--- src/softmax_cfg.svh ---
// Sizes are fixed for a 28x28 image and ten classes; each address width must cover its depth
`ifndef SOFTMAX_CFG_SVH
`define SOFTMAX_CFG_SVH

// ============================================================
// Model geometry
// ============================================================
`define SOFTMAX_NUM_PIXELS  784     // 28 x 28 image
`define SOFTMAX_NUM_CLASSES 10      // Digits 0..9

// ============================================================
// Datapath widths
// ============================================================
`define SOFTMAX_DATA_W      8       // Signed pixel and weight
`define SOFTMAX_ACC_W       32      // Bias, accumulator, score

// Address widths
`define SOFTMAX_PIX_AW      10      // 0..783
`define SOFTMAX_W_AW        13      // 0..7839, class-major weights
`define SOFTMAX_CLS_W       4       // Class index 0..9

`endif

--- src/mac_pipeline.sv ---
// Expects operands one cycle after issue; products wrap silently in the 32-bit accumulator
`include "softmax_cfg.svh"
`timescale 1ns/100ps

module mac_pipeline (
    input  logic                                 clk,
    input  logic                                 rst,
    input  logic                                 issue_valid,
    input  logic                                 acc_clear,
    input  logic signed [`SOFTMAX_DATA_W-1:0]    weight,
    input  logic signed [`SOFTMAX_DATA_W-1:0]    pixel,
    output logic signed [`SOFTMAX_ACC_W-1:0]     acc,
    output logic                                 in_flight
);

    localparam int PROD_W = 2 * `SOFTMAX_DATA_W;            // 16-bit signed product

    // Stage valids, one per pipeline step
    logic v_rd;                                             // RAM data on the inputs
    logic v_op;                                             // Operands registered
    logic v_prod;                                           // Product registered

    // Payload
    logic signed [`SOFTMAX_DATA_W-1:0] op_w;
    logic signed [`SOFTMAX_DATA_W-1:0] op_p;
    logic signed [PROD_W-1:0]          prod;

    // ============================================================
    // Valid shift chain
    // ============================================================
    always_ff @(posedge clk) begin
        if (rst) begin
            v_rd   <= 1'b0;
            v_op   <= 1'b0;
            v_prod <= 1'b0;
        end else begin
            v_rd   <= issue_valid;      // Matches the RAM read latency
            v_op   <= v_rd;
            v_prod <= v_op;
        end
    end

    // Operand and product stages, no reset needed
    always_ff @(posedge clk) begin
        op_w <= weight;
        op_p <= pixel;
        prod <= op_w * op_p;                                // Signed 8x8
    end

    // ============================================================
    // Accumulator
    // ============================================================
    always_ff @(posedge clk) begin
        if (rst || acc_clear) begin
            acc <= '0;                                      // Start of each class
        end else if (v_prod) begin
            // Sign-extend product to accumulator width
            acc <= acc + {{(`SOFTMAX_ACC_W - PROD_W){prod[PROD_W-1]}}, prod};
        end
    end

    assign in_flight = v_rd || v_op || v_prod;              // Any pixel still moving

endmodule

--- config.mk ---
export PLATFORM = sky130hd
export DESIGN_NAME = mac_pipeline
export DESIGN_NICKNAME = d
export VERILOG_FILES = /design/src/mac_pipeline.sv
export VERILOG_INCLUDE_DIRS = /design/src /design/src/src
export SDC_FILE = /design/constraint.sdc
export NUM_CORES = 1
export LEC_CHECK = 0
export CAP_MARGIN = 20
export CORE_MARGIN = 4
export CORE_UTILIZATION = 55
export CTS_BUF_LIST = sky130_fd_sc_hd__clkbuf_4 sky130_fd_sc_hd__clkbuf_8
export DETAILED_ROUTE_END_ITERATION = 8
export DONT_BUFFER_PORTS = 1
export HOLD_SLACK_MARGIN = 0.08
export PLACE_DENSITY = 0.69
export SYNTH_ARGS = -nofsm -noshare
export SYNTH_HDL_FRONTEND = slang
export SYNTH_SLANG_ARGS = --single-unit
--- constraint.sdc ---
create_clock -name clk -period 5.3 [get_ports clk]
set_input_delay 1.06 -clock clk [delete_from_list [all_inputs] [get_ports clk]]
set_output_delay 1.06 -clock clk [all_outputs]
set_load 0.01 [all_outputs]
==> out/metrics.csv <==
stage;metric;value;unit
timing;post-route-period-util;86.1;%
setup_path;path_common_cell;fa_1;
setup_path;path_class;flip-flop to flip-flop;
layout;area_growth;4.89;%
yosys;synth_area_per_cell;9.06;um^2
placed_design;io_buffers;0;
timing;final.setup.tns;0;ps
clocking;cts_tree;built;
clocking;clk_pin_slew_worst_paths;70;ps
drt;first_pass_iters;4;
setup_path;crit_buf_inv;3;
floorplanning;die_y;113;um
clocking;h-tree-depth;3;
yosys;synthCells;667;
clocking;postCtsSetupBuffers;0;
drt;wl_per_cell;14.3;um
drt;ant_nets;0;
power;p_per_area;390;mW/mm^2
timing;max_freq;219;MHz
yosys;ys.flop_type;dfxtp_1;
timing;fin_skew;8.95;ps
setup_path;crit_end;prod[14]$_DFF_P_;
timing;timing_hold_violations_final;0;
placed_design;post-place-ws;745;ps
layout;multi_input_area;0.00429;mm^2
run;drv_cap;0;
status;status;finished clean;
setup_path;cp_cell_sequence;nand2b_1 -> fa_1 -> fa_1 -> inv_1 -> fa_1 -> inv_1 -> fa_1 -> inv_1 -> ha_1 -> o21ai_1 -> a21boi_1 -> o21ai_1 -> nand2b_1 -> a21o_1 -> a21o_1 -> or4_1 -> nand4_1;
setup_path;cp.arrival;4870;ps
layout;n_fill_cell;979;
setup_path;reg2reg_slack;740;ps
layout;final_area;0.00634;mm^2
yosys;synth_seq_cells;67;
timing;setup_violations;0;
yosys;async_reset_ff_share;0;%
clocking;ctsResizeCount;0;
yosys;synthTopCellsByArea;dfxtp_1 (22%), fa_1 (19%), ha_1 (12%);
timing;rsz0062_at_grt;no;
yosys;yosys.area.top_type;dfxtp_1;
yosys;synth-edff-count;0;
grt;overflow;0;
drt;viasPerCell;5.34;
clocking;clock_path_buffers;2;
placed_design;gp_congestion;0.830;
grt;antenna_found_initial;0;
clocking;cts.sinks;67;
grt;grt_max_degree;37;
hold_path;hold_path_startpoint;v_rd$_SDFF_PP0_;
setup_path;worstReg2RegEnd;prod[14]$_DFF_P_;
yosys;syn_nets;803;
setup_path;startpoint_type;flip-flop;
floorplanning;coreArea;0.0108;mm^2
hold_path;hold_class;flip-flop to flip-flop;
setup_path;crit_required;5610;ps
grt;grt_pass1_vias;4573;
power;irDropWorstVdd;0.271;mV
timing;worst_slew_pin_slew;939;ps
drt;vias;4331;
layout;layout.area.seq;0.00134;mm^2
drt;drcViolationCount;0;
drt;drt_iter0_drc;309;
timing;relSlewSlack;37.4;%
clocking;clock_latency;370;ps
timing;worst_slack;739;ps
yosys;synth-seq-area-share;22.2;%
timing;finalCriticalPeriod;4560;ps
layout;layout.nets;803;
grt;grt_pass1_wl;21100;um
clocking;root_buffer;clkbuf_8;
drt;highest_layer;met4;
layout;diodes;0;
clocking;numCtsBuffers;9;
setup_path;r2r-start;op_p[7]$_DFF_P_;
setup_path;critPathSlowestCell;fa_1;
yosys;yosys_warnings;0;
setup_path;cp_max_fo;6;
placed_design;place_area;0.00617;mm^2
floorplanning;num_rows;38;
floorplanning;start_util;56.0;%
drt;met1Wirelength;5230;um
yosys;synth_area;0.00604;mm^2
floorplanning;dieArea;0.0127;mm^2
timing;drv_slew;0;
setup_path;critPathLaunch;op_p[7]$_DFF_P_;
setup_path;r2r_cells;17;
yosys;yosys.area.top_type_share;22.2;%
placed_design;hpwlAfterDp;9450;um
drt;wl_met2;5490;um
setup_path;endpoint_kind;flip-flop;
floorplanning;die_x;113;um
layout;drive_gt1_share;5.22;%
clocking;cts_hold_buf;0;
floorplanning;ios;53;
setup_path;crit_cells;17;
grt;grt_usage;20.4;%
drt;wl_met3;517;um
setup_path;critPathTopFamily;adder cells;
yosys;yosysUniqueCellTypes;53;
power;p_leak;2.93;nW
setup_path;max_stage_delay;550;ps
drt;finalWirelength;11600;um
power breakdown:
| part | total, mW | internal (mW) | switching (mW) |
|---|---|---|---|
| Clock | 0.382 | 0.188 | 0.194 |
| Sequential | 0.647 | 0.584 | 0.0624 |
| Combinational | 1.45 | 0.643 | 0.803 |
| Total | 2.47 | 1.42 | 1.06 |
Yosys cell counts (all sizes together) (5+ instances only):
cell type and n:
nand2b 10, nand4 5, a21o 19, mux2i 23
xor2 12, nor2 56, a211oi 7, a21boi 7
and3 6, and2 41, nand2 42, buf 7
nor3 9, inv 95, fa 56, nor2b 5
dfxtp 67, o21ai 31, a21oi 36, xnor2 31
ha 60
routing by layer:
metal  vias up  GRT usage [%]
met1      2003           25.9
met4         0           7.93
li1       2205              -
met3        28           5.78
met5         -              0
met2        95           33.2
layout by cell type (no fill, tap or decap), types with 17 or more instances in the layout:
cell,instances
a21oi_1,31
mux2i_1,23
fa_1,56
dfxtp_1,66
ha_1,60
xnor2_1,31
nand2_1,42
nor2_1,54
and2_1,41
o21ai_0,17
inv_1,95
a21o_1,19
logic make-up after synthesis:
family	after synthesis	share of synthesized area [%]
simple gates	187	15.2
xor+xnor	43	6.23
fa+ha+maj	116	31.0
compound gates	125	14.9
mux	23	3.81
flops	67	22.2
buf+inv	106	6.71
flip-flops by register name, summed over array words and instances, names as in the netlist:
| register | count |
|---|---|
| acc | 32 |
| prod | 16 |
| op_p | 8 |
| op_w | 8 |
| v_op | 1 |
| v_prod | 1 |
| v_rd | 1 |
worst reg2reg max path, cell delays in order, from the launching register on:
cell	delay, ps
dfxtp_1	460
nand2b_1	120
fa_1	520
fa_1	550
inv_1	50
fa_1	520
inv_1	50
fa_1	520
inv_1	40
ha_1	320
o21ai_1	120
a21boi_1	110
o21ai_1	120
nand2b_1	100
a21o_1	190
a21o_1	210
or4_1	400
nand4_1	90
worst min-delay path by stage:
stage / cells past startpoint / endpoint
6_report: 1 / v_op$_SDFF_PP0_
3_5_place_dp: 1 / v_op$_SDFF_PP0_
5_1_grt: 1 / v_op$_SDFF_PP0_
3_3_place_gp: 1 / v_prod$_SDFF_PP0_
2_1_floorplan: 1 / v_op$_SDFF_PP0_
4_1_cts: 1 / v_op$_SDFF_PP0_
stage by stage:
stage / cells / util [%] / hold slack [ps] / power, mW
finish: 811 / 58.7 / 460 / 2.47
global route: 811 / 58.7 / 488 / 2.77
CTS: 811 / 58.7 / 460 / 2.51
detailed placement: 796 / 57.2 / 450 / 2.11
global placement: 796 / 57.2 / 443 / 2.06
floorplan: 667 / - / 429 / 1.87
cell type report:
| type | count | area share (%) |
|---|---|---|
| Inverter | 95 | 5.63 |
| Clock buffer | 12 | 2.41 |
| Sequential cell | 67 | 21.2 |
| Multi-Input combinational cell | 494 | 67.8 |
| Clock inverter | 3 | 0.237 |
| Tap cell | 140 | 2.76 |
Power figures use the tool's default switching activity.
