==> config.mk <==
export PLATFORM = sky130hd
export DESIGN_NAME = class_sequencer
export DESIGN_NICKNAME = d
export VERILOG_FILES = /design/src/softmax_pkg.sv /design/src/class_sequencer.sv
export VERILOG_INCLUDE_DIRS = /design/src /design/src/src
export SDC_FILE = /design/constraint.sdc
export NUM_CORES = 1
export LEC_CHECK = 0
export BUFFER_PORTS_ARGS = -buffer_cell sky130_fd_sc_hd__buf_2
export CORE_UTILIZATION = 36
export CTS_BUF_LIST = sky130_fd_sc_hd__clkbuf_4 sky130_fd_sc_hd__clkbuf_8
export CTS_CLUSTER_DIAMETER = 100
export DETAILED_ROUTE_END_ITERATION = 12
export PLACE_DENSITY = 0.56
export SYNTH_ARGS = -nofsm -noshare
export SYNTH_HDL_FRONTEND = slang
export SYNTH_SLANG_ARGS = --single-unit
==> constraint.sdc <==
create_clock -name clk -period 5.1 [get_ports clk]
set_input_delay 0.255 -clock clk [delete_from_list [all_inputs] [get_ports clk]]
set_output_delay 0.255 -clock clk [all_outputs]
set_load 0.02 [all_outputs]
==> src/softmax_cfg.svh <==
// Sizes are fixed for a 28x28 image and ten classes; each address width must cover its depth
`ifndef SOFTMAX_CFG_SVH
`define SOFTMAX_CFG_SVH

// ============================================================
// Model geometry
// ============================================================
`define SOFTMAX_NUM_PIXELS  784     // 28 x 28 image
`define SOFTMAX_NUM_CLASSES 10      // Digits 0..9

// ============================================================
// Datapath widths
// ============================================================
`define SOFTMAX_DATA_W      8       // Signed pixel and weight
`define SOFTMAX_ACC_W       32      // Bias, accumulator, score

// Address widths
`define SOFTMAX_PIX_AW      10      // 0..783
`define SOFTMAX_W_AW        13      // 0..7839, class-major weights
`define SOFTMAX_CLS_W       4       // Class index 0..9

`endif

==> src/softmax_pkg.sv <==
// Load words are written only while no inference runs; pixel and weight use the low byte only
`include "softmax_cfg.svh"

package softmax_pkg;

    // ============================================================
    // Host load port
    // ============================================================

    // Which memory a host write lands in
    typedef enum logic [1:0] {
        LOAD_PIXEL  = 2'd0,     // Image buffer
        LOAD_WEIGHT = 2'd1,     // Weight RAM, addr = class * 784 + pixel
        LOAD_BIAS   = 2'd2      // Bias RAM, addr = class
    } load_target_e;

    // One host write per cycle with valid high
    typedef struct packed {
        logic                       valid;
        load_target_e               target;
        logic [`SOFTMAX_W_AW-1:0]   addr;   // Widest address, narrowed per target
        logic [`SOFTMAX_ACC_W-1:0]  data;   // Full word only for a bias
    } load_cmd_t;

    // ============================================================
    // Sequencer to datapath
    // ============================================================

    // One pixel step of the MAC loop
    typedef struct packed {
        logic                       valid;
        logic [`SOFTMAX_PIX_AW-1:0] pix_addr;   // Pixel index in the image
        logic [`SOFTMAX_W_AW-1:0]   w_addr;     // Class base plus pixel index
    } mac_issue_t;

endpackage

==> src/class_sequencer.sv <==
// Host must keep start_req high until start_ack rises; score ties go to the lower class index
`include "softmax_cfg.svh"
`timescale 1ns/100ps

module class_sequencer (
    input  logic                                 clk,
    input  logic                                 rst,
    input  logic                                 start_req,
    output logic                                 start_ack,
    output logic                                 busy,
    output logic [`SOFTMAX_CLS_W-1:0]            digit,
    output softmax_pkg::mac_issue_t              issue,
    output logic [`SOFTMAX_CLS_W-1:0]            bias_addr,
    output logic                                 acc_clear,
    input  logic signed [`SOFTMAX_ACC_W-1:0]     bias,
    input  logic signed [`SOFTMAX_ACC_W-1:0]     acc,
    input  logic                                 in_flight
);

    // Loop limits and constants at their port widths
    localparam logic [`SOFTMAX_PIX_AW-1:0] PIX_LAST  = `SOFTMAX_PIX_AW'(`SOFTMAX_NUM_PIXELS - 1);
    localparam logic [`SOFTMAX_CLS_W-1:0]  CLS_LAST  = `SOFTMAX_CLS_W'(`SOFTMAX_NUM_CLASSES - 1);
    localparam logic [`SOFTMAX_W_AW-1:0]   CLS_STEP  = `SOFTMAX_W_AW'(`SOFTMAX_NUM_PIXELS);
    localparam logic signed [`SOFTMAX_ACC_W-1:0] SCORE_MIN = {1'b1, {(`SOFTMAX_ACC_W-1){1'b0}}};

    // ============================================================
    // FSM
    // ============================================================
    typedef enum logic [2:0] {
        S_IDLE      = 3'd0,     // Wait for start_req
        S_LOAD_BIAS = 3'd1,     // Address bias, clear accumulator
        S_ISSUE     = 3'd2,     // One pixel per cycle
        S_DRAIN     = 3'd3,     // Let the MAC pipeline empty
        S_COMPARE   = 3'd4,     // Score and running argmax
        S_DONE      = 3'd5,     // Publish digit
        S_ACK       = 3'd6      // Hold ack until start_req drops
    } state_e;

    state_e state;

    // Loop counters
    logic [`SOFTMAX_CLS_W-1:0]  cls;
    logic [`SOFTMAX_PIX_AW-1:0] pix;
    logic [`SOFTMAX_W_AW-1:0]   w_base;     // cls * NUM_PIXELS, kept incrementally

    // Running argmax and bias for the current class
    logic signed [`SOFTMAX_ACC_W-1:0] bias_q;
    logic signed [`SOFTMAX_ACC_W-1:0] max_score;
    logic [`SOFTMAX_CLS_W-1:0]        max_cls;
    logic signed [`SOFTMAX_ACC_W-1:0] score;

    // ============================================================
    // Datapath controls
    // ============================================================
    always_comb begin
        issue.valid    = (state == S_ISSUE);
        issue.pix_addr = pix;
        issue.w_addr   = w_base + `SOFTMAX_W_AW'(pix);     // Class base plus pixel
        bias_addr      = cls;
        acc_clear      = (state == S_LOAD_BIAS);
        score          = acc + bias_q;                     // Valid in S_COMPARE only
    end

    always_ff @(posedge clk) begin
        if (rst) begin
            state     <= S_IDLE;
            busy      <= 1'b0;
            start_ack <= 1'b0;
            digit     <= '0;
            cls       <= '0;
            pix       <= '0;
            w_base    <= '0;
        end else begin
            case (state)
                S_IDLE: begin
                    if (start_req) begin
                        busy      <= 1'b1;
                        cls       <= '0;
                        w_base    <= '0;
                        max_score <= SCORE_MIN;     // Any real score beats it
                        max_cls   <= '0;
                        state     <= S_LOAD_BIAS;
                    end
                end

                S_LOAD_BIAS: begin
                    pix   <= '0;
                    state <= S_ISSUE;               // Bias data lands next cycle
                end

                S_ISSUE: begin
                    if (pix == '0) begin
                        bias_q <= bias;             // Read issued in S_LOAD_BIAS
                    end
                    if (pix == PIX_LAST) begin
                        state <= S_DRAIN;
                    end else begin
                        pix <= pix + 1'b1;
                    end
                end

                S_DRAIN: begin
                    if (!in_flight) begin
                        state <= S_COMPARE;         // acc holds all products
                    end
                end

                S_COMPARE: begin
                    // Strictly greater, so the first maximum is kept
                    if (score > max_score) begin
                        max_score <= score;
                        max_cls   <= cls;
                    end
                    if (cls == CLS_LAST) begin
                        state <= S_DONE;
                    end else begin
                        cls    <= cls + 1'b1;
                        w_base <= w_base + CLS_STEP;
                        state  <= S_LOAD_BIAS;
                    end
                end

                S_DONE: begin
                    digit     <= max_cls;           // Held until the next run ends
                    start_ack <= 1'b1;
                    busy      <= 1'b0;
                    state     <= S_ACK;
                end

                S_ACK: begin
                    if (!start_req) begin
                        start_ack <= 1'b0;          // Four-phase return to idle
                        state     <= S_IDLE;
                    end
                end

                default: begin
                    state <= S_IDLE;
                end
            endcase
        end
    end

endmodule

==> summary.txt, run 1 <==
GRT
  – Vias in the first global route: 4812
  – Initial antenna violation count: 0
  – Global-route wire length before repair: around 23000 µm
  – Total Routing Usage GR: 0.156
  – GRT overflow: 0
  – Largest net degree at the start of global routing: 38

Pwr
  – VDD IR max: 0.123 mV
  – Power Density: 252 nW/µm²
  – Overall power: ~1.9 mW
  – P_leak: 3.25 nW

Yosys
  – Post-synthesis xor/xnor area fraction: 0.0705
  – Synth Flop Type: edfxtp_1
  – YS warnings: 0
  – Sequential fraction of the synthesis area: 0.407
  – Adder-cell share of the synthesized area: 0.144
  – Compound-gate portion of the synthesized area: 0.139
  – Netlist cell types: 59
  – Largest family of logic cells by synthesized area: simple AND/OR/NAND/NOR gates
  – Multiplexer area fraction after synthesis: 0.00779
  – Post-synth ARST share: 0
  – Synth Net Count: roughly 850
  – Cell Area, Synth: approximately 6600 µm²
  – Syn Inst Count: between 700 and 800
  – Avg Inst Size Synth: 9.35 µm²
  – Number of flops mapped to enable cells by yosys: 68
  – Synth Area in Simple Gates: 0.188
  – FF+latch count, synth: 100

Cells and area
  – Final #Nets: 942
  – Share of cells above drive strength 1: 0.170
  – ANT cells: 0
  – Layout area overhead: 14.4%
  – Most frequent cells in the layout: buf_2 (102), ha_1 (74), nor2_1 (68), edfxtp_1 (68), a21oi_1 (64)
  – Most common cell after layout, fill and taps aside: buf_2

Clock tree
  – Clock Sinks: 100
  – Worst-path clk slew: 110 ps
  – Num CTS Buffers: 9
  – Cts hold-fix bufs: 0
  – Clock insertion delay at the later pin of the skew report: approximately 400 ps
  – Root Driver: clkbuf_8
  – H-tree depth: 3
  – CTS tree: done
  – CTS max path bufs: 2

Timing
  – Clock Skew: between 20 and 25 ps
  – Relative slew slack: 0.661
  – Setup WS post-layout: between 400 and 500 ps
  – Setup TNS: 0 ps
  – Crit path time final: 4690 ps
  – Setup violations, final: 0
  – Max-slew violation count: 0
  – Final hold vios: 0
  – Max Freq: 0.213 GHz
  – Worst slew pin tran: ~500 ps
  – RSZ-0062 raised after global routing: false
  – Tcrit/Tclk final: 0.919

Setup path
  – Worst Setup End Kind: register
  – Worst setup path startpoint: bias_q[0]
  – Worst path bufs/invs: 2
  – CP max-delay cell: fa_1
  – Worst-path maximum fanout: 26
  – Critical path data required time: roughly 5200 ps
  – Max incr delay on CP: 390 ps
  – Critical Path Start Type: register
  – Worst-path cell chain: ha_1 > inv_1 > fa_1 > nand2b_1 > a21oi_1 > o21ai_1 > a211oi_2 > a21boi_1 > o31ai_2 > xor2_1 > ha_1 > nand4_1 > nor4_2 > nand2_1 > a21oi_1 > a211o_1 > o21ai_0 > a31oi_4 > buf_12
  – Worst r2r src: bias_q[0]
  – Critical path's top delay family: compound AO/OA/AOI/OAI gates
  – Crit path arrival time: 4770 ps
  – CP Class: reg -> reg

Placed design
  – Number of port buffers: between 100 and 150
  – Dpl hpwl: between 10000 and 15000 µm
  – GP Congestion: 0.826
  – DP Worst Slack: 313 ps

Detailed routing
  – Pre-antenna DRT Iters: 4
  – Iter 0 DRT Violations: 212
  – DR vias: between 5000 and 6000
  – Post-route antenna net violation count: 0
  – Vias per cell: 5.03
  – DRC: 0
  – WL final: between 10000 and 15000 µm
  – Routed len/inst: 13.6 µm

Outcome
  – Status: complete, no violations

Floorplan
  – Number of I/O pins: between 100 and 150
  – Horiz. Die Dim: roughly 140 µm
  – Core Box Area: 18000 µm²
  – Starting density of the core: 0.367
  – Row cnt: ~50
  – Die height: 137 µm
  – Die ar.: between 15000 and 20000 µm²

Worst hold path
  – Hold_sp: bias[22]
  – Worst Hold Class: in -> reg

Flow run
  – Max Cap Violations: 0
==> sequential cells by signal, indices dropped and copies added, names as in the netlist <==
signal     cells
w_base         9
digit          4
max_score     32
busy           1
state          3
max_cls        4
pix           10
bias_addr      4
bias_q        32
start_ack      1
==> final cells by class <==
cell class,count,area (µm²)
inverters,49,184
clock buffers,9,124
repair buffers,107,561
fillers,1831,10400
multi-input cells,532,3640
well taps,229,287
flip-flops and latches,100,2680
clock inverters,7,55.1
==> path summary, 6_finish.rpt <==
check	end	slack, ps	cells past startpoint
setup reg to reg	max_score[6]	410	19
setup / recovery	max_score[6]	410	19
hold reg to reg	digit[3]	460	2
hold / removal	bias_q[22]	30	1
==> synthesized netlist by cell type, drive strengths merged (2+ instances only) <==
master   n  area (µm²)
inv     49         184
o21bai   6        45.0
nand2b  10        62.6
or4      2        15.0
a21boi   4        30.0
a41oi    2        25.0
o21a     5        37.5
nor3b    2        20.0
a21oi   64         320
nor2    68         255
nand2   61         229
xnor2   29         254
nand3b   2        15.0
mux2i    4        40.0
nor2b    7        43.8
a21o    13        97.6
o311ai   2        17.5
or2      3        18.8
buf      7        41.3
a31oi    7        43.8
ha      74         926
o211ai   5        37.5
a211oi   6        50.1
clkbuf  17        65.1
edfxtp  68        2040
nor4     8        56.3
nor3    10        50.1
and3     3        18.8
dfxtp   32         641
nand3   16        85.1
nand4   19         119
xor2    24         210
o21ai   28         140
and2    33         206
==> per-layer routing <==
metal	GRT usage	wire length, µm
met5	0	0
met4	0.0818	442
met3	0.0283	528
met2	0.246	6240
met1	0.204	6850
==> repair_timing <==
action / 4_1_cts / 5_1_grt
buffers inserted: 0 / 1
resized for setup: 0 / 1
endpoints found under the setup margin: 0 / 36
==> stage by stage <==
step                      std cells  hold slack [ps]   util  instance area, µm²
after floorplan                 705              354      -                6600
after global placement         1016              432  0.409                7340
after detailed placement       1016              433  0.409                7340
after CTS                      1032             2.13  0.419                7520
after global routing           1033             9.43  0.420                7540
final                          1033             26.0  0.420                7540
==> kinds of logic (layout without fill, tap and decap cells) <==
| group | count (synthesis) | after routing |
|---|---|---|
| fa+ha+maj | 75 | 75 |
| buf+inv | 73 | 172 |
| xor+xnor | 53 | 53 |
| mux | 5 | 5 |
| flops | 100 | 100 |
| compound gates | 150 | 150 |
| simple gates | 249 | 249 |
==> power by group <==
part | switching (mW) | leakage (nW) | total, mW | internal [mW]
clock network | 0.320 | 0.0968 | 0.505 | 0.186
logic | 0.278 | 2.27 | 0.467 | 0.189
registers | 0.0211 | 0.883 | 0.927 | 0.906
total | 0.618 | 3.25 | 1.90 | 1.28
Power figures use the tool's default switching activity.
==> inputs of run 2 (changes only) <==
--- a/config.mk
+++ b/config.mk
@@ -12,6 +12,7 @@
 export CTS_CLUSTER_DIAMETER = 100
 export DETAILED_ROUTE_END_ITERATION = 12
 export PLACE_DENSITY = 0.56
+export REMOVE_ABC_BUFFERS = 1
 export SYNTH_ARGS = -nofsm -noshare
 export SYNTH_HDL_FRONTEND = slang
 export SYNTH_SLANG_ARGS = --single-unit
==> run 2 against run 1 <==
Compared with the run above:
- the flow now finishes with violations (DRC)
- global-route usage about the same
- utilization decreased by 0.056 points
- via count decreased by 1.7%
- sequential cell count unchanged
- critical endpoint is now max_score[2]
==> summary.txt, run 2 (synthesis results as in run 1) <==
Outcome
  – Status: finished with violations
  – Failing checks: DRC

Cells and area
  – Share of cells above drive strength 1: 0.169 (-0.00103)
  – Final #Nets: 941 (-0.11%)
  – Final std cells w/o fill: 1032 (-0.097%)
  – ANT cells: 0 (unchanged)
  – Largest regs: bias_q (32), max_score (32), pix (10)
  – Fillers: 1827 (-0.22%)
  – Most frequent cells in the layout: buf_2 (102), ha_1 (74), nor2_1 (68), edfxtp_1 (68), a21oi_1 (64)
  – Layout area overhead: 14.2%
  – Most common cell after layout, fill and taps aside: buf_2

Pwr
  – Power Density: 249 nW/µm² (-1.0%)
  – VDD IR max: 0.137 mV (+11%)
  – Clk pwr share: 0.258 (-0.008)
  – Net Sw Frac: 0.319 (-0.00711)
  – Comb power frac: 0.249 (+0.003)
  – P_leak: 3.25 nW (-0.14%)
  – Net switching power figure: 0.598 mW (-3.3%)
  – Power Internal: 1.28 mW (about the same)
  – Overall power: 1.88 mW (-1.1%)
  – Reg power frac: 0.493 (+0.005)

Detailed routing
  – DR vias: 5108 (-1.7%)
  – Iter 0 DRT Violations: 229 (+8.0%)
  – WL final: 13900 µm (-1.3%)
  – Vias per cell: 4.95 (-1.6%)
  – Pre-antenna DRT Iters: 9 (+5)
  – DRC: 2 (+2)
  – Routed len/inst: 13.4 µm (-1.2%)
  – Post-route antenna net violation count: 0 (unchanged)

Placed design
  – Placed cells: 1016 (unchanged)
  – Dpl hpwl: 10800 µm (+1.0%)
  – Number of port buffers: 102 (unchanged)
  – GP Congestion: 0.871 (+5.4%)
  – DP Worst Slack: 335 ps (+21.5 ps)

Floorplan
  – Number of I/O pins: 103 (unchanged)
  – Row cnt: 49 (unchanged)
  – Horiz. Die Dim: 137 µm (unchanged)
  – Core Box Area: 18000 µm² (unchanged)
  – Die height: 137 µm (unchanged)
  – Die ar.: 18800 µm² (unchanged)
  – Starting density of the core: 0.367 (unchanged)

Clock tree
  – Clock Sinks: 100 (unchanged)
  – CTS tree: done
  – Num CTS Buffers: 9 (unchanged)
  – Root Driver: clkbuf_8
  – CTS max path bufs: 2 (unchanged)
  – Clock insertion delay at the later pin of the skew report: 390 ps (about the same)
  – H-tree depth: 3 (unchanged)
  – Worst-path clk slew: 110 ps (about the same)

Setup path
  – Crit path arrival time: 4790 ps (+20 ps)
  – Worst-path maximum fanout: 11 (-58%)
  – Reg2Reg Depth: 19 (unchanged)
  – FF-to-FF setup slack: 410 ps (about the same)
  – Critical Path Start Type: register
  – Worst r2r src: bias_q[0]
  – CP Class: reg -> reg
  – Worst Setup End Kind: register
  – Critical path data required time: 5190 ps (about the same)
  – Worst flop-to-flop path endpoint: max_score[2]

Timing
  – Tcrit/Tclk final: 0.920 (+0.00179)
  – Setup TNS: 0 ps (unchanged)
  – Crit path time final: 4690 ps (+9.13 ps)
  – Final hold vios: 0 (unchanged)
  – Worst slew pin tran: 508 ps (+2.52 ps)
  – Max-slew violation count: 0 (unchanged)
  – Setup violations, final: 0 (unchanged)
  – WHS: 35.0 ps (+9.01 ps)
  – Max Freq: 0.213 GHz (-0.19%)
  – Clock Skew: 18.3 ps (-4.06 ps)
  – Relative slew slack: 0.661 (about the same)
  – Setup WS post-layout: 406 ps (-9.13 ps)
  – RSZ-0062 raised after global routing: false

Worst hold path
  – Hold Crit Endpoint: bias_q[1]
  – Worst Hold Class: in -> reg
  – Hold depth: 1 (unchanged)
  – Hold_sp: bias[1]

GRT
  – Vias in the first global route: 4735 (-1.6%)
  – GRT overflow: 0 (unchanged)
  – Initial antenna violation count: 0 (unchanged)
  – Total Routing Usage GR: 0.157 (+0.000320)
  – Largest net degree at the start of global routing: 37 (-2.6%)
  – Global-route wire length before repair: 22900 µm (about the same)

Flow run
  – Max Cap Violations: 0 (unchanged)
-- run 2: cell types whose count changed in the layout (fill, tap and decap cells not counted), sizes merged --
cell	change
buf	-1
-- run 2: cell type report --
class                   count  area (µm²)  area share
clock buffers               9         124      0.0165
clock inverters             7        55.1     0.00732
inverters                  49         184      0.0244
multi-input cells         532        3640       0.484
flip-flops and latches    100        2680       0.356
well taps                 229         287      0.0381
repair buffers            106         553      0.0735
-- run 2: worst max path at each step --
| stage | from | to | slack, ps | cells after the start |
|---|---|---|---|---|
| after floorplan | bias_q[0] | max_cls[0] | -570 | 18 |
| after global placement | acc[0] | max_score[4] | 470 | 20 |
| after detailed placement | acc[0] | max_score[4] | 330 | 20 |
| after CTS | bias_q[0] | max_score[2] | 320 | 19 |
| after global routing | bias_q[0] | max_cls[2] | 50 | 19 |
| final | bias_q[0] | max_score[2] | 410 | 19 |
-- run 2: repair_timing --
item                       in CTS  in global routing
hold buffers                    0                  0
resized for setup               0                  1
setup endpoints to repair       0                 36
hold endpoints to repair        0                  0
setup buffers                   0                  0
-- run 2: critical path, cell delays in order, from the launching register on --
cell,delay (ps)
edfxtp_1,340
ha_1,190
inv_1,60
fa_1,390
nand2b_1,180
a21oi_1,250
o21ai_2,160
a211oi_2,300
nor2b_1,170
o221ai_1,350
xor2_1,130
ha_1,300
nand4_1,110
nor4_1,360
nand2_1,130
a21oi_1,180
a211o_1,190
o21ai_0,160
a31oi_4,210
buf_4,230
-- run 2: metal layers --
metal,GRT usage,wire length [µm],up-vias
met4,0.0519,120,0
met5,0,0,-
met1,0.212,6820,2309
li1,-,-,2693
met2,0.249,6440,98
met3,0.0309,501,8
-- run 2: power groups by stage --
stage,Sequential [mW],Combinational (mW),Clock [mW]
after global placement,0.944,0.467,0
after CTS,0.927,0.472,0.512
final,0.926,0.467,0.485
after floorplan,0.947,0.324,0
after detailed placement,0.945,0.469,0
after global routing,0.931,0.535,0.540
-- run 2: per-stage QoR --
stage | area (µm²) | util
4_1_cts | 7520 | 0.419
2_1_floorplan | 6480 | -
3_5_place_dp | 7340 | 0.409
6_report | 7530 | 0.419
5_1_grt | 7530 | 0.419
3_3_place_gp | 7340 | 0.409
==> inputs of run 3 (changes only) <==
--- a/config.mk
+++ b/config.mk
@@ -6,12 +6,13 @@
 export SDC_FILE = /design/constraint.sdc
 export NUM_CORES = 1
 export LEC_CHECK = 0
+export ABC_AREA = 1
 export BUFFER_PORTS_ARGS = -buffer_cell sky130_fd_sc_hd__buf_2
 export CORE_UTILIZATION = 36
 export CTS_BUF_LIST = sky130_fd_sc_hd__clkbuf_4 sky130_fd_sc_hd__clkbuf_8
 export CTS_CLUSTER_DIAMETER = 100
 export DETAILED_ROUTE_END_ITERATION = 12
-export PLACE_DENSITY = 0.56
+export PLACE_DENSITY = 0.55
 export REMOVE_ABC_BUFFERS = 1
 export SYNTH_ARGS = -nofsm -noshare
 export SYNTH_HDL_FRONTEND = slang
==> run 3 against run 2 <==
Compared with the run above:
- the run now ends clean
- die area increased by 8.1%
- critical path depth increased by 8
- utilization decreased by 0.10 points
- via count increased by 17%
- hold slack got worse by 6.1 ps
- synthesized cell count increased by 27%
- non-clock buffer count decreased by 2
- wire length increased by 27%
- combinational power increased to 3.0 times the previous value
==> summary.txt, run 3 <==
Floorplan
  – Die ar.: 20400 µm² (+8.1%)
  – Core Box Area: 19500 µm² (+8.3%)
  – Horiz. Die Dim: 143 µm (+4.0%)
  – Die height: 143 µm (+4.0%)
  – Starting density of the core: 0.366 (-0.000412)
  – Row cnt: 51 (+4.1%)
  – Number of I/O pins: 103 (unchanged)

Cells and area
  – Most common cell after layout, fill and taps aside: nand2_1
  – Final std cells w/o fill: 1264 (+22%)
  – Share of cells above drive strength 1: 0.173 (+0.00381)
  – Fillers: 1991 (+9.0%)
  – Fin util: 0.418 (-0.00102)
  – Fin area: 8130 µm² (+8.1%)
  – Layout area overhead: 14.1%
  – Most frequent cells in the layout: nand2_1 (183), inv_1 (148), buf_2 (102), nor2_1 (95)
  – Largest regs: bias_q (32), max_score (32), pix (10)
  – ANT cells: 0 (unchanged)
  – Final #Nets: 1137 (+21%)

Detailed routing
  – Vias per cell: 4.71 (-4.8%)
  – DRC: 0 (-2)
  – Pre-antenna DRT Iters: 5 (-4)
  – Post-route antenna net violation count: 0 (unchanged)
  – WL final: 17600 µm (+27%)
  – Iter 0 DRT Violations: 247 (+7.9%)
  – Routed len/inst: 13.9 µm (+3.4%)
  – DR vias: 5957 (+17%)

Setup path
  – Worst path bufs/invs: 4 (+2)
  – Reg2Reg Depth: 27 (+8)
  – Crit path arrival time: 4250 ps (-540 ps)
  – CP Depth: 27 (+8)
  – CP Class: reg -> reg
  – Critical Path Start Type: register
  – CP max-delay cell: buf_4
  – Worst-path maximum fanout: 29 (+18)
  – Worst Setup End Kind: register
  – Critical path's top delay family: simple AND/OR/NAND/NOR gates
  – Critical path data required time: 5150 ps (-40 ps)
  – Cell mode on critical path: nand2_1
  – Max incr delay on CP: 440 ps (+50 ps)

Timing
  – Max Freq: 0.238 GHz (+12%)
  – WHS: 28.8 ps (-6.14 ps)
  – Max-slew violation count: 0 (unchanged)
  – RSZ-0062 raised after global routing: false
  – Final hold vios: 0 (unchanged)
  – Tcrit/Tclk final: 0.825 (-0.0959)
  – Setup violations, final: 0 (unchanged)
  – Worst slew pin tran: 577 ps (+69.6 ps)
  – Setup TNS: 0 ps (unchanged)
  – Relative slew slack: 0.615 (-0.0459)
  – Crit path time final: 4210 ps (-489 ps)
  – Clock Skew: 11.7 ps (-6.65 ps)

Clock tree
  – CTS tree: done
  – Clock insertion delay at the later pin of the skew report: 390 ps (about the same)
  – Worst-path clk slew: 110 ps (about the same)
  – Clock Sinks: 100 (unchanged)
  – Num CTS Buffers: 9 (unchanged)
  – Root Driver: clkbuf_8
  – H-tree depth: 3 (unchanged)
  – CTS max path bufs: 2 (unchanged)
  – Postcts setup bufs: 0 (unchanged)
  – Cts hold-fix bufs: 0 (unchanged)
  – Post-cts resize count: 0 (unchanged)

Placed design
  – GP Congestion: 0.895 (+2.9%)
  – Number of port buffers: 102 (unchanged)
  – Placed cells: 1248 (+23%)
  – Dpl hpwl: 14300 µm (+32%)
  – Cell Area, Placed: 7920 µm² (+7.8%)

Pwr
  – VDD IR max: 0.195 mV (+43%)
  – Power Density: 383 nW/µm² (+54%)
  – P_leak: 3.85 nW (+19%)

Yosys
  – FF+latch count, synth: 100 (unchanged)
  – Number of flops mapped to enable cells by yosys: 68 (unchanged)
  – Adder-cell share of the synthesized area: 0.133 (-0.0109)
  – Top cells by area, synth: edfxtp_1 (29%), ha_1 (13%), nand2_1 (9.6%)
  – Netlist cell types: 54 (-8.5%)
  – YS warnings: 0 (unchanged)
  – Most instantiated cells after synthesis: nand2_1 (183), inv_1 (148), nor2_1 (95)
  – Largest family of logic cells by synthesized area: simple AND/OR/NAND/NOR gates
  – Synth Flop Type: edfxtp_1
  – Synth top area share: 0.286 (-0.0235)
  – Multiplexer area fraction after synthesis: 0 (-0.00779)
  – Avg Inst Size Synth: 7.97 µm² (-15%)
  – Count leader, synth: nand2_1
  – Post-synthesis xor/xnor area fraction: 0.0388 (-0.0317)
  – Post-synth ARST share: 0 (unchanged)
  – Sequential fraction of the synthesis area: 0.376 (-0.0309)
  – Cell Area, Synth: 7130 µm² (+8.2%)
  – Compound-gate portion of the synthesized area: 0.124 (-0.0153)
  – Synth Area in Simple Gates: 0.235 (+0.0470)
  – Syn Inst Count: 895 (+27%)
  – Largest area contributor in the netlist: edfxtp_1

GRT
  – Vias in the first global route: 5685 (+20%)
  – GRT overflow: 0 (unchanged)
  – Global-route wire length before repair: 28700 µm (+25%)
  – Largest net degree at the start of global routing: 35 (-5.4%)
  – Total Routing Usage GR: 0.184 (+0.0276)
  – Initial antenna violation count: 2 (+2)

Worst hold path
  – Worst Hold Class: in -> reg
  – Hold depth: 1 (unchanged)

Flow run
  – Max Cap Violations: 0 (unchanged)

Outcome
  – Status: complete, no violations
## run 3: cell types whose count changed in the layout (fill, tap and decap cells not counted), moves of 10 or more
cell / delta
a21oi_1: +10
nand2_1: +122
nand4_1: -13
inv_1: +99
nor2_1: +27
xnor2_1: -23
nand3_1: +20
nand2b_1: -10
nand2_2: +11
and2_1: -29
## run 3: area by class of cell
type                       count  area (µm²)  share of cell area
sequential                   100        2680               0.330
clock buffer                  10         138              0.0169
clock inverter                 6        77.6             0.00954
timing repair buffer         104         526              0.0646
inverter                     153         582              0.0715
multi-input combinational    626        3800               0.467
tap                          265         332              0.0408
## run 3: final timing paths
check | endpoint | startpoint | slack (ps)
max | max_score[2] | bias_q[0] | 890
min | bias_q[15] | bias[15] | 30
max reg2reg | max_score[2] | bias_q[0] | 890
min reg2reg | digit[1] | digit[1] | 450
## run 3: power breakdown
group          internal (mW)  switching [mW]
Sequential              1.07          0.0873
Clock                  0.251           0.314
Combinational          0.467           0.930
## run 3: cell families (layout without fill, tap and decap cells)
family	after synthesis	count (layout)
flip-flops	100	100
AND/OR/NAND/NOR	375	375
buffers and inverters	169	273
AO/OA/AOI/OAI	147	147
XOR/XNOR	29	29
adder cells (fa/ha/maj)	75	75
## run 3: metrics by stage
stage	setup WS [ps]	power [mW]
2_1_floorplan	273	2.18
3_3_place_gp	933	2.57
3_5_place_dp	849	2.57
4_1_cts	850	3.15
5_1_grt	441	3.37
6_report	895	3.11
## run 3: layer usage
metal,vias to the layer above,track usage,share of wire
met4,0,0.0600,0.013
met1,2690,0.229,0.45
met3,18,0.0312,0.049
met2,126,0.322,0.49
li1,3123,-,-
met5,-,0,0
